--- src/logic/cpu_pkg.sv ---
package cpu_pkg;

	// core widths and memory depths.
	localparam int xlen      = 16;
	localparam int reg_count = 16;
	localparam int reg_aw    = $clog2(reg_count);
	localparam int mem_words = 256;
	localparam int mem_aw    = $clog2(mem_words);
	localparam int apb_aw    = 12;

	// bus address map, memories are word addressed by the low bits.
	localparam logic [apb_aw-1:0] imem_base   = 12'h000;
	localparam logic [apb_aw-1:0] ctrl_addr   = 12'h100;
	localparam logic [apb_aw-1:0] status_addr = 12'h104;
	localparam logic [apb_aw-1:0] dmem_base   = 12'h200;

	// low three bits of the alu codes select the alu function.
	typedef enum logic [3:0] {
		op_add = 4'd0,
		op_sub = 4'd1,
		op_and = 4'd2,
		op_or  = 4'd3,
		op_xor = 4'd4,
		op_sll = 4'd5,
		op_srl = 4'd6,
		op_sra = 4'd7,
		op_lw  = 4'd8,
		op_sw  = 4'd9,
		op_lli = 4'd10,
		op_jmp = 4'd11,
		op_hlt = 4'd12,
		op_nop = 4'd13
	} opcode_e;

	typedef enum logic [1:0] {
		st_idle   = 2'd0,
		st_run    = 2'd1,
		st_halted = 2'd2
	} run_state_e;

	typedef struct packed {
		logic              valid;
		opcode_e           opcode;
		logic [xlen-1:0]   p0;
		logic [xlen-1:0]   p1;
		logic [7:0]        imm8;
		logic [3:0]        shamt;
		logic [reg_aw-1:0] dst_addr;
		logic              we_rf;
		logic              we_mem;
		logic              re_mem;
		logic [mem_aw-1:0] pc;
		logic              hlt;
	} id_ex_t;

	typedef struct packed {
		logic              we;
		logic [reg_aw-1:0] addr;
		logic [xlen-1:0]   data;
	} wb_t;

	typedef struct packed {
		logic              psel;
		logic              penable;
		logic              pwrite;
		logic [apb_aw-1:0] paddr;
		logic [xlen-1:0]   pwdata;
	} apb_req_t;

	typedef struct packed {
		logic [xlen-1:0] prdata;
		logic            pready;
		logic            pslverr;
	} apb_rsp_t;

endpackage

--- src/logic/pc_counter.sv ---
module pc_counter (
	input  logic                       clk,
	input  logic                       rst_n,
	input  logic                       run,
	input  logic                       start_pulse,
	input  logic                       stall,
	input  logic                       jump_taken,
	input  logic [cpu_pkg::mem_aw-1:0] jump_target,
	output logic [cpu_pkg::mem_aw-1:0] pc
);

	// start wins over a jump, a jump wins over the increment.
	always_ff @(posedge clk or negedge rst_n) begin
		if (!rst_n) begin
			pc <= '0;
		end else if (start_pulse) begin
			pc <= '0;
		end else if (jump_taken) begin
			pc <= jump_target;
		end else if (run && !stall) begin
			pc <= pc + 1'b1;
		end
	end

endmodule

--- config.mk ---
export PLATFORM = sky130hd
export DESIGN_NAME = pc_counter
export DESIGN_NICKNAME = d
export VERILOG_FILES = /design/src/logic/cpu_pkg.sv /design/src/logic/pc_counter.sv
export SDC_FILE = /design/constraint.sdc
export NUM_CORES = 1
export LEC_CHECK = 0
export BUFFER_PORTS_ARGS = -buffer_cell sky130_fd_sc_hd__buf_2
export CORE_AREA = 2 2 39 41
export CTS_CLUSTER_DIAMETER = 100
export CTS_CLUSTER_SIZE = 24
export DETAILED_ROUTE_END_ITERATION = 7
export DIE_AREA = 0 0 41 43
export MAX_ROUTING_LAYER = met4
export PLACE_DENSITY = 0.75
export SYNTH_ARGS = -nofsm -noshare
export SYNTH_HDL_FRONTEND = slang
export SYNTH_SLANG_ARGS = --single-unit
--- constraint.sdc ---
create_clock -name clk -period 1.26 [get_ports clk]
set_input_delay 0.126 -clock clk [delete_from_list [all_inputs] [get_ports clk]]
set_output_delay 0.126 -clock clk [all_outputs]
set_load 0.05 [all_outputs]
## Word-level counts from Yosys, hierarchy flattened

Index checks and enable logic that the tools add are counted.

- Register bits: 8

- Add/sub/neg operators: 1
- Muxes and demuxes: 3
- Reductions and logical operators: 3

Operators with widths:

| cell | count |
|---|---|
| $mux 8 | 3 |
| $add 8x1->8 const B | 1 |
| $reduce_bool 3->1 | 1 |
| $logic_and 1x1->1 | 1 |
| $logic_not 1->1 | 1 |

## Longest topological paths before layout

Gate-level depths: netlist of the first run.

- Word-level depth: 5
- Depth in mapped cells: 4

## Worst setup path after synthesis of the first run

No wires, ideal clock.

- Kind: register -> register
- Start: register pc[1] in the netlist's numbering
- End: register pc[4] in the netlist's numbering
- Required time: 1.156 ns
- Clock period less this slack: 1.685 ns
- Slack: -0.425 ns
- Library setup time: 0.104 ns
- Path buffers: 0
- Stages on the path, launching flop included: 5
- Arrival: 1.581 ns
- Path through: dfrtp_1 ha_1 nand4b_1 o31a_1 a221oi_1

- Word-level cells in the longest chain between the ends: 4

Ends and longest elaborated chain:

| item | line | RTL |
|---|---|---|
| start, declared | pc_counter.sv:9 | `output logic [cpu_pkg::mem_aw-1:0] pc` |
| start signal, assigned | pc_counter.sv:19 | `pc <= jump_target;` |
| start signal, assigned | pc_counter.sv:21 | `pc <= pc + 1'b1;` |
| $add 8x1->8 | pc_counter.sv:21 |  |
| $mux 8 | pc_counter.sv:20 | `end else if (run && !stall) begin` |
| $mux 8 | pc_counter.sv:18 | `end else if (jump_taken) begin` |
| $mux 8 | pc_counter.sv:16 | `end else if (start_pulse) begin` |

No other way between the ends. The select of a mux whose other input is x is not followed.
A chain may end at the register's enable or synchronous reset.

## Worst setup path in the final report of the first run

- Start: register pc[5] in the netlist's numbering
- End: register pc[7] in the netlist's numbering

Same word-level chain as after synthesis.

==> impl_metrics.csv, run 1 <==
group,metric,value,unit
yosys,synth_enable_flop_cells,0,
yosys,ys_async_sr_fraction,100,%
finish,multi_input_comb_area,304,µm²
floorplanning,die_area,1760,µm²
sta,hold_violations,0,
placement,portBuffers,21,
global_routing,met1_usage,20.7,%
drt,drtPass1Iterations,2,
finish,layout.area.seq,209,µm²
finish,insertedDiodeCount,0,
placement,place.detailed.instances,97,
run_status,result_of_the_run,"complete, but fails checks",
floorplanning,die_h,43,µm
yosys,postSynthNetCount,65,
finish,biggestRegsByFlops,"pc (8)",
yosys,netlist_top_cells_area,"dfrtp_1, a311oi_1, nand4b_4",
setup_path,critical_path_class,"register to register",
placement,place_hpwl,1010,µm
setup_path,setup.worst_path.start_class,"register",
drt,wl,1440,µm
finish,synthToLayoutAreaGrowth,63.7,%
setup_path,cp_data_required_time,1.43,ns
clock_network,clk-insertion-delay-late,0.27,ns
sta,timing.final.crit_period,1.36,ns
drt,avgRoutedWirePerCell,13.8,µm
sta,finalCritPeriodShare,108,%
clock_network,clk_root_buffer_cell,"clkbuf_4",
global_routing,globalRouteOverflowTotal,0,
clock_network,cts.path.max_buffers,2,
sta,timing.final.ws_setup,-0.101,ns
setup_path,crit_path_start,"pc[5]",
yosys,postSynthCellCount,50,
sta,setup_viol_count_final,5,
sta,max_slew.worst_pin.slew,0.263,ns
drt,drt-vias-per-instance,5.22,
global_routing,grt_pass1_wl,2070,µm
finish,most_frequent_standard_cell_in_the_layout_excluding_fill_and_tap_cells,"buf_2",
yosys,netlist.top_cell.by_area,"dfrtp_1",
setup_path,crit_path_dat,1.53,ns
finish,final_layout_size_suffix_gt1_share,60.2,%
finish,final_cells,104,
placement,place_congestion,0.775,
setup_path,cp-end-kind,"register",
global_routing,grt_max_degree,9,
setup_path,rr_startpoint,"pc[5]",
yosys,avgSynthCellArea,9.71,µm²
clock_network,tritoncts,"built",
drt,drt_iter0_drc,7,
flow_run,cap_viol_max_count,0,
finish,mostFrequentLayoutCells,"buf_2, buf_4, dfrtp_2, nor2_1",
worst_hold_path,hold_start,"jump_taken",
worst_hold_path,min-delay-path-class,"input pin to register",
drt,post-route-drc-count,0,
global_routing,gr-usage-met2,28.1,%
floorplanning,initial_utilization,35.1,%
finish,max_flop_register,"pc",
yosys,synth-seq-cells,8,
setup_path,worst-path-max-fanout,4,
drt,detail-route-antenna-nets,0,
pwr,irDropWorstVdd,0.596,mV
drt,dr_total_vias,543,
yosys,yosysSeqAreaShare,41.2,%
yosys,mapped_cell_area,485,µm²
pwr,pwr_density_cell,952,nW/µm²
pwr,leakage,0.363,nW
floorplanning,chipWidth,41,µm
sta,fin_worst_hold_slack,0.0544,ns
finish,nNetsFinal,104,
clock_network,cts.sinks,8,
floorplanning,rows,14,
yosys,netlist.area_leader.share,41.2,%
global_routing,antenna_found_initial,0,
global_routing,gr_busiest_metal,"met2",
clock_network,clk_pin_slew_worst_paths,0.07,ns
yosys,dominantRegCellSynth,"dfrtp_1",
global_routing,met3_track_demand_over_resource_in_global_routing,9.42,%
floorplanning,placeableCoreArea,1380,µm²
yosys,yosysWarningCount,0,
sta,rsz0062_at_grt,"yes",
sta,max-slew-margin-rel,82.3,%
sta,fmax,735,MHz
clock_network,cts-htree-levels,1,
sta,clock-skew-final,0.00869,ns
run_status,failed_checks,"setup timing",
yosys,yosys.cell_types.count,26,
finish,fill_cells,125,
sta,finalMaxSlewViolations,0,
finish,largest_register_ffs,8,
global_routing,first_global_vias,494,
global_routing,global_route.usage.total,18.9,%
floorplanning,pin_count,22,
clock_network,tritoncts.num_buffers,3,
layout make-up:
class | count | share of cell area (%)
clock buffer | 4 | 3.31
inverter | 4 | 1.89
multi-input combinational | 36 | 38.3
sequential | 8 | 26.3
tap | 16 | 2.52
timing repair buffer | 36 | 27.7
stage by stage:
stage	worst slack, ns	util, %	power, mW	TNS (ns)	instance area, µm²
3_5_place_dp	-0.152	51.6	0.514	-0.418	714
2_1_floorplan	-0.229	-	0.424	-0.997	507
6_report	-0.101	57.4	0.756	-0.358	795
4_1_cts	-0.100	56.2	0.748	-0.358	778
3_3_place_gp	-0.119	51.6	0.509	-0.244	714
5_1_grt	-0.168	57.4	0.796	-0.660	795
layer usage:
| layer | routed length (µm) | part of all wire (%) | up-vias |
|---|---|---|---|
| met1 | 612 | 43 | 258 |
| met5 | 0 | 0 | - |
| met4 | 17 | 1.2 | 0 |
| met2 | 735 | 51 | 13 |
| li1 | - | - | 270 |
| met3 | 75 | 5.2 | 2 |
cells in the mapped netlist, types with 2 or more instances:
cell type / instances
o21ai_0: 3
dfrtp_1: 8
a211oi_1: 3
nor2_1: 6
o31ai_1: 2
buf_1: 2
inv_1: 4
or4_1: 2
a311oi_1: 3
cells by family (layout without fill, tap and decap cells):
family | Yosys count | count (layout) | share of synthesized area (%)
AND/OR/NAND/NOR | 17 | 17 | 23.2
multiplexers | 1 | 1 | 2.06
XOR/XNOR | 2 | 2 | 3.61
adder cells (fa/ha/maj) | 1 | 1 | 2.58
flip-flops | 8 | 8 | 41.2
buffers and inverters | 6 | 44 | 4.64
AO/OA/AOI/OAI | 15 | 15 | 22.7
critical path, stage by stage (launching register included):
cell and delay, ns:
dfrtp_2 0.38, nand4_1 0.15, or4_1 0.51, a311oi_2 0.22
final timing paths:
kind	depth (start not counted)	to	slack (ns)
max	3	pc[7]	-0.10
max in group asynchronous	2	pc[1]	0.84
min	2	pc[4]	0.05
min in group asynchronous	2	pc[4]	0.22
max reg2reg	3	pc[7]	-0.10
min reg2reg	2	pc[6]	0.58
report_power, final:
part	switching [mW]	leakage, nW	internal [mW]
sequential	0.0220	0.0942	0.278
clock	0.108	0.0150	0.122
combinational	0.137	0.254	0.0895
timing repair:
| item | 4_1_cts | 5_1_grt |
|---|---|---|
| setup buffers | 2 | 0 |
| endpoints found under the hold margin | 8 | 0 |
| hold buffers | 1 | 0 |
| pin swaps | 4 | 3 |
| resized for setup | 2 | 3 |
| setup endpoints to repair | 5 | 5 |
(Power assumes the default switching activity.)
==> run 2: changes to the inputs <==
RECOVER_POWER = 50   (was default)
==> run 2 against run 1 <==
Sequential power barely moved. Critical path depth unchanged. Final cell count is the same. Highest routed layer unchanged. Worst hold slack did not move. Non-clock buffer count did not move. The flow still finishes with violations (setup timing). Combinational power about the same.
==> impl_metrics.csv, run 2 (synthesized netlist as in run 1, its figures left out) <==
group,metric,value,unit
finish,max_flop_register,"pc",
worst_hold_path,min-delay-path-class,"input pin to register",
drt,dr_total_vias,543,
sta,finalMaxSlewViolations,0,
global_routing,antenna_found_initial,0,
finish,nNetsFinal,104,
pwr,irDropWorstVdd,0.596,mV
setup_path,cp-end-kind,"register",
placement,portBuffers,21,
global_routing,gr-usage-met2,28.1,%
clock_network,tritoncts.num_buffers,3,
sta,timing.final.ws_setup,-0.101,ns
sta,setup_viol_count_final,5,
clock_network,cts-htree-levels,1,
clock_network,cts.sinks,8,
flow_run,cap_viol_max_count,0,
setup_path,cp_data_required_time,1.43,ns
clock_network,tritoncts,"built",
sta,clock-skew-final,0.00869,ns
placement,place_hpwl,1010,µm
drt,avgRoutedWirePerCell,13.8,µm
drt,detail-route-antenna-nets,0,
finish,biggestRegsByFlops,"pc (8)",
setup_path,critical_path_class,"register to register",
setup_path,crit_path_dat,1.53,ns
setup_path,crit_chain,"nand4_1, or4_1, a311oi_2",
global_routing,globalRouteOverflowTotal,0,
clock_network,cts.path.max_buffers,2,
floorplanning,placeableCoreArea,1380,µm²
floorplanning,pin_count,22,
sta,fin_worst_hold_slack,0.0544,ns
floorplanning,die_h,43,µm
global_routing,gr_busiest_metal,"met2",
finish,multi_input_comb_area,304,µm²
pwr,pwr_density_cell,953,nW/µm²
clock_network,clk-insertion-delay-late,0.27,ns
run_status,failed_checks,"setup timing",
global_routing,global_route.usage.total,18.9,%
floorplanning,initial_utilization,35.1,%
floorplanning,die_area,1760,µm²
placement,place_congestion,0.775,
sta,finalCritPeriodShare,108,%
sta,timing.final.crit_period,1.36,ns
floorplanning,rows,14,
finish,most_frequent_standard_cell_in_the_layout_excluding_fill_and_tap_cells,"buf_2",
finish,post-route-util,57.3,%
finish,synthToLayoutAreaGrowth,63.4,%
global_routing,met3_track_demand_over_resource_in_global_routing,9.42,%
sta,hold_violations,0,
drt,post-route-drc-count,0,
placement,detailed_place.area,714,µm²
sta,max-slew-margin-rel,69.1,%
finish,mostFrequentLayoutCells,"buf_2, buf_4, dfrtp_2, nor2_1",
drt,drtPass1Iterations,2,
setup_path,setup.worst_path.start_class,"register",
finish,layout.area.seq,209,µm²
setup_path,cp_slowest_stage_delay,0.51,ns
global_routing,met1_usage,20.7,%
global_routing,grt_max_degree,9,
setup_path,worst-path-max-fanout,4,
finish,final_layout_size_suffix_gt1_share,59.1,%
clock_network,clk_pin_slew_worst_paths,0.07,ns
finish,largest_register_ffs,8,
finish,insertedDiodeCount,0,
sta,max_slew.worst_pin.slew,0.463,ns
sta,rsz0062_at_grt,"yes",
drt,drt-vias-per-instance,5.22,
clock_network,clk_root_buffer_cell,"clkbuf_4",
setup_path,critical-path-slowest-cell,"or4_1",
floorplanning,chipWidth,41,µm
global_routing,grt_pass1_wl,2070,µm
global_routing,first_global_vias,494,
drt,drt_iter0_drc,7,
sta,fmax,735,MHz
pwr,leakage,0.361,nW
finish,final_design_area_no_fill,793,µm²
run_status,result_of_the_run,"complete, but fails checks",
finish,fill_cells,126,
drt,wl,1440,µm
-- run 2: area by class of cell --
cell class | instances | area share [%]
multi-input combinational | 36 | 38.3
timing repair buffer | 36 | 27.6
sequential | 8 | 26.3
clock buffer | 4 | 3.31
tap | 16 | 2.52
inverter | 4 | 1.89
-- run 2: timing repair --
action	4_1_cts	5_1_grt
pin swaps	4	3
setup endpoints to repair	5	5
buffers inserted	2	0
hold endpoints to repair	8	0
gates resized for setup	2	3
hold buffers	1	0
gates cloned	0	0
-- run 2: power by group --
group | switching [mW] | internal (mW) | total (mW)
combinational | 0.137 | 0.0891 | 0.226
clock | 0.108 | 0.122 | 0.230
sequential | 0.0220 | 0.278 | 0.300
-- run 2: worst max-delay path, delay by kind of cell (launching register included) --
kind	cells	cell delay, ns
AND/OR/NAND/NOR	2	0.66
flip-flops	1	0.38
AO/OA/AOI/OAI	1	0.22
-- run 2: path summary, 6_finish.rpt --
check                                start     to  slack, ns  cells after the start
worst max-delay path                 pc[5]  pc[7]      -0.10                      3
worst min-delay path            jump_taken  pc[4]       0.05                      2
worst max register to register       pc[5]  pc[7]      -0.10                      3
worst min register to register       pc[6]  pc[6]       0.58                      2
max in group asynchronous            rst_n  pc[1]       0.60                      2
min in group asynchronous            rst_n  pc[4]       0.31                      2
-- run 2: per-stage QoR --
stage	setup TNS (ns)	setup WS (ns)	cells	power [mW]
after global routing	-0.660	-0.168	104	0.796
after global placement	-0.244	-0.119	97	0.509
after CTS	-0.358	-0.100	104	0.748
final	-0.358	-0.101	104	0.756
after floorplan	-0.997	-0.229	50	0.424
after detailed placement	-0.418	-0.152	97	0.514
-- run 2: metal layers --
metal | vias up | share of wire [%]
met5 | - | 0
met2 | 13 | 51
met1 | 258 | 42
li1 | 270 | -
met3 | 2 | 5.2
met4 | 0 | 1.2
==> run 3: changes to the inputs <==
ABC_AREA = 1   (was default)
CAP_MARGIN = 10   (was default)
CORE_AREA = default   (was 2 2 39 41)
CORE_MARGIN = 2   (was default)
CORE_UTILIZATION = 41   (was default)
DIE_AREA = default   (was 0 0 41 43)
PLACE_DENSITY = 0.8   (was 0.75)
==> run 3 against run 2 <==
The flow now finishes without violations. Critical path depth up 5. Worst hold slack better by 0.083 ns. Count of clock-buffer cells in the layout unchanged. Clock power down 5%. Sequential cell count is the same. Final area fell by 7.7%. Routed wire length shrank 6.1%. Via count is 16% higher. Critical path type unchanged. Largest power group unchanged.
==> impl_metrics.csv, run 3 <==
group,metric,value,unit
sta,setup_viol_count_final,0,
yosys,count_leader_synth,"nand2_1",
finish,max_flop_register,"pc",
yosys,synth-simple-area-share,41.7,%
pwr,seq_power_share,41.6,%
finish,final_layout_size_suffix_gt1_share,30.6,%
pwr,power.share.clock,29.4,%
placement,place.detailed.instances,121,
finish,synthToLayoutAreaGrowth,31.2,%
sta,clock-skew-final,0.0125,ns
clock_network,cts-htree-levels,1,
clock_network,clk_pin_slew_worst_paths,0.07,ns
drt,wl,1350,µm
setup_path,critical_path_class,"register to register",
drt,drt-vias-per-instance,5.00,
clock_network,tritoncts,"built",
floorplanning,pin_count,22,
setup_path,reg2reg_depth,8,
drt,detail-route-antenna-nets,0,
floorplanning,rows,13,
yosys,synth.top_cells.by_count,"nand2_1, nor2_1, inv_1",
drt,drtPass1Iterations,4,
clock_network,clk_root_buffer_cell,"clkbuf_4",
clock_network,postCtsResizedCells,0,
sta,finalCritPeriodShare,89.6,%
floorplanning,placeableCoreArea,1280,µm²
placement,place_hpwl,1090,µm
yosys,netlist.top_cell.by_area,"dfrtp_1",
setup_path,cp-end-kind,"register",
finish,biggestRegsByFlops,"pc (8)",
worst_hold_path,hold_start,"jump_taken",
placement,worst_case_setup_slack_after_placement,0.143,ns
pwr,pwr_density_cell,1010,nW/µm²
worst_hold_path,worst_hold_stages,3,
sta,fmax,886,MHz
sta,finalMaxSlewViolations,0,
global_routing,antenna_found_initial,0,
sta,max-slew-margin-rel,68.7,%
yosys,yosys.cell_types.count,16,
clock_network,tritoncts.num_buffers,3,
placement,detailed_place.area,697,µm²
yosys,avgSynthCellArea,6.57,µm²
floorplanning,initial_utilization,43.4,%
finish,most_frequent_standard_cell_in_the_layout_excluding_fill_and_tap_cells,"nand2_1",
global_routing,grt_pass1_wl,2130,µm
finish,largest_register_ffs,8,
sta,max_slew.worst_pin.slew,0.469,ns
drt,post-route-drc-count,0,
finish,post-route-util,57.0,%
yosys,yosys.area_share.xor_xnor,1.57,%
setup_path,setup.worst_path.start_class,"register",
flow_run,cap_viol_max_count,0,
pwr,cellInternalPower,468,µW
yosys,yosysWarningCount,0,
finish,layout.area.seq,206,µm²
setup_path,worst-path-max-fanout,5,
yosys,postSynthCellCount,85,
sta,timing.final.ws_setup,0.131,ns
clock_network,post-cts-setup-buffers,0,
floorplanning,die_area,1670,µm²
placement,place_congestion,0.800,
finish,final_design_area_no_fill,732,µm²
finish,multi_input_comb_area,318,µm²
yosys,netlist.area_leader.share,35.9,%
finish,fill_cells,134,
global_routing,global_route.usage.total,20.4,%
yosys,synth_compound_area_share,7.40,%
clock_network,cts_hold_buf,1,
finish,final_cells,126,
yosys,netlist_top_cells_area,"dfrtp_1, nand2_1, nand3_1",
yosys,yosys.area_share.adder,2.24,%
clock_network,clk-insertion-delay-late,0.26,ns
floorplanning,die_h,40.9,µm
yosys,dominantRegCellSynth,"dfrtp_1",
worst_hold_path,min-delay-path-class,"input pin to register",
yosys,postSynthNetCount,100,
setup_path,rr_startpoint,"pc[0]",
finish,mostFrequentLayoutCells,"nand2_1, buf_2, nor2_1, inv_1, nand3_1",
global_routing,first_global_vias,516,
floorplanning,chipWidth,40.9,µm
finish,nNetsFinal,127,
sta,rsz0062_at_grt,"no",
yosys,synth_top_family_by_area,"simple AND/OR/NAND/NOR gates",
finish,insertedDiodeCount,0,
yosys,yosys-mux-area-fraction,1.79,%
pwr,power.share.combinational,28.9,%
global_routing,grt_max_degree,11,
drt,drt_iter0_drc,21,
yosys,synth_enable_flop_cells,0,
placement,portBuffers,21,
drt,dr_total_vias,630,
setup_path,crit_path_start,"pc[0]",
yosys,yosysSeqAreaShare,35.9,%
yosys,ys_async_sr_fraction,100,%
pwr,leakage,0.387,nW
sta,timing.final.crit_period,1.13,ns
setup_path,crit_path_dat,1.27,ns
pwr,power.switching_fraction,36.9,%
run_status,result_of_the_run,"finished clean",
setup_path,cp_data_required_time,1.40,ns
sta,hold_violations,0,
pwr,total_power,741,µW
pwr,power.net_switching,273,µW
pwr,irDropWorstVdd,0.536,mV
clock_network,cts.path.max_buffers,2,
yosys,synth-seq-cells,8,
yosys,mapped_cell_area,558,µm²
clock_network,cts.sinks,8,
drt,avgRoutedWirePerCell,10.7,µm
global_routing,globalRouteOverflowTotal,0,
run 3: cell types whose count changed in the layout (fill, tap and decap cells not counted), moves of 3 or more:
cell,previous run,this run
inv_1,3,11
nor2_1,6,13
nand2_1,1,26
a211oi_1,3,0
nand3_1,1,10
a311oi_2,3,0
o21ai_0,3,6
buf_4,14,1
run 3: worst paths after layout:
check / end / slack (ns)
min in group asynchronous: pc[0] / 0.33
setup reg to reg: pc[6] / 0.13
max in group asynchronous: pc[4] / 0.57
hold / removal: pc[2] / 0.14
hold reg to reg: pc[7] / 0.53
setup / recovery: pc[6] / 0.13
run 3: stage by stage:
stage	setup TNS, ns	hold WS (ns)
floorplan	-0.0110	-0.170
global route	0	0.210
CTS	0	0.136
global placement	0	-0.0149
finish	0	0.137
detailed placement	0	-0.0136
run 3: routing by layer:
metal  share of wire [%]  up-vias  global-route usage (%)
met1                  39      286                    21.1
met4                 1.4        0                    10.0
met2                  54       22                    37.9
li1                    -      320                       -
met5                   0        -                       -
met3                 4.9        2                    1.63
run 3: kinds of logic after synthesis:
logic type	count (synthesis)
and+or+nand+nor	54
buffers and inverters	12
AOI/OAI and AO/OA	8
DFF	8
xor gates and xnor gates	1
muxes	1
adders and majority gates	1
run 3: power groups by stage:
stage / sequential [mW] / clock [mW] / combinational (mW)
finish: 0.309 / 0.218 / 0.214
CTS: 0.309 / 0.225 / 0.217
floorplan: 0.382 / 0 / 0.0777
global placement: 0.312 / 0 / 0.209
detailed placement: 0.313 / 0 / 0.214
global route: 0.314 / 0.239 / 0.236
run 3: critical path, cell delays in order (launching register included):
cell and delay [ns]:
dfrtp_2 0.41, ha_4 0.16, nand2_1 0.07, nor2_2 0.10
nand2_1 0.06, nand2_1 0.05, nand3_1 0.06, nand2_1 0.06
nand2_1 0.04
run 3: cell type report:
cell class	instances	area share, %
Multi-Input combinational cell	65	43.4
Clock buffer	4	3.59
Sequential cell	8	28.2
Inverter	11	5.64
Timing Repair Buffer	23	16.6
Tap cell	15	2.56
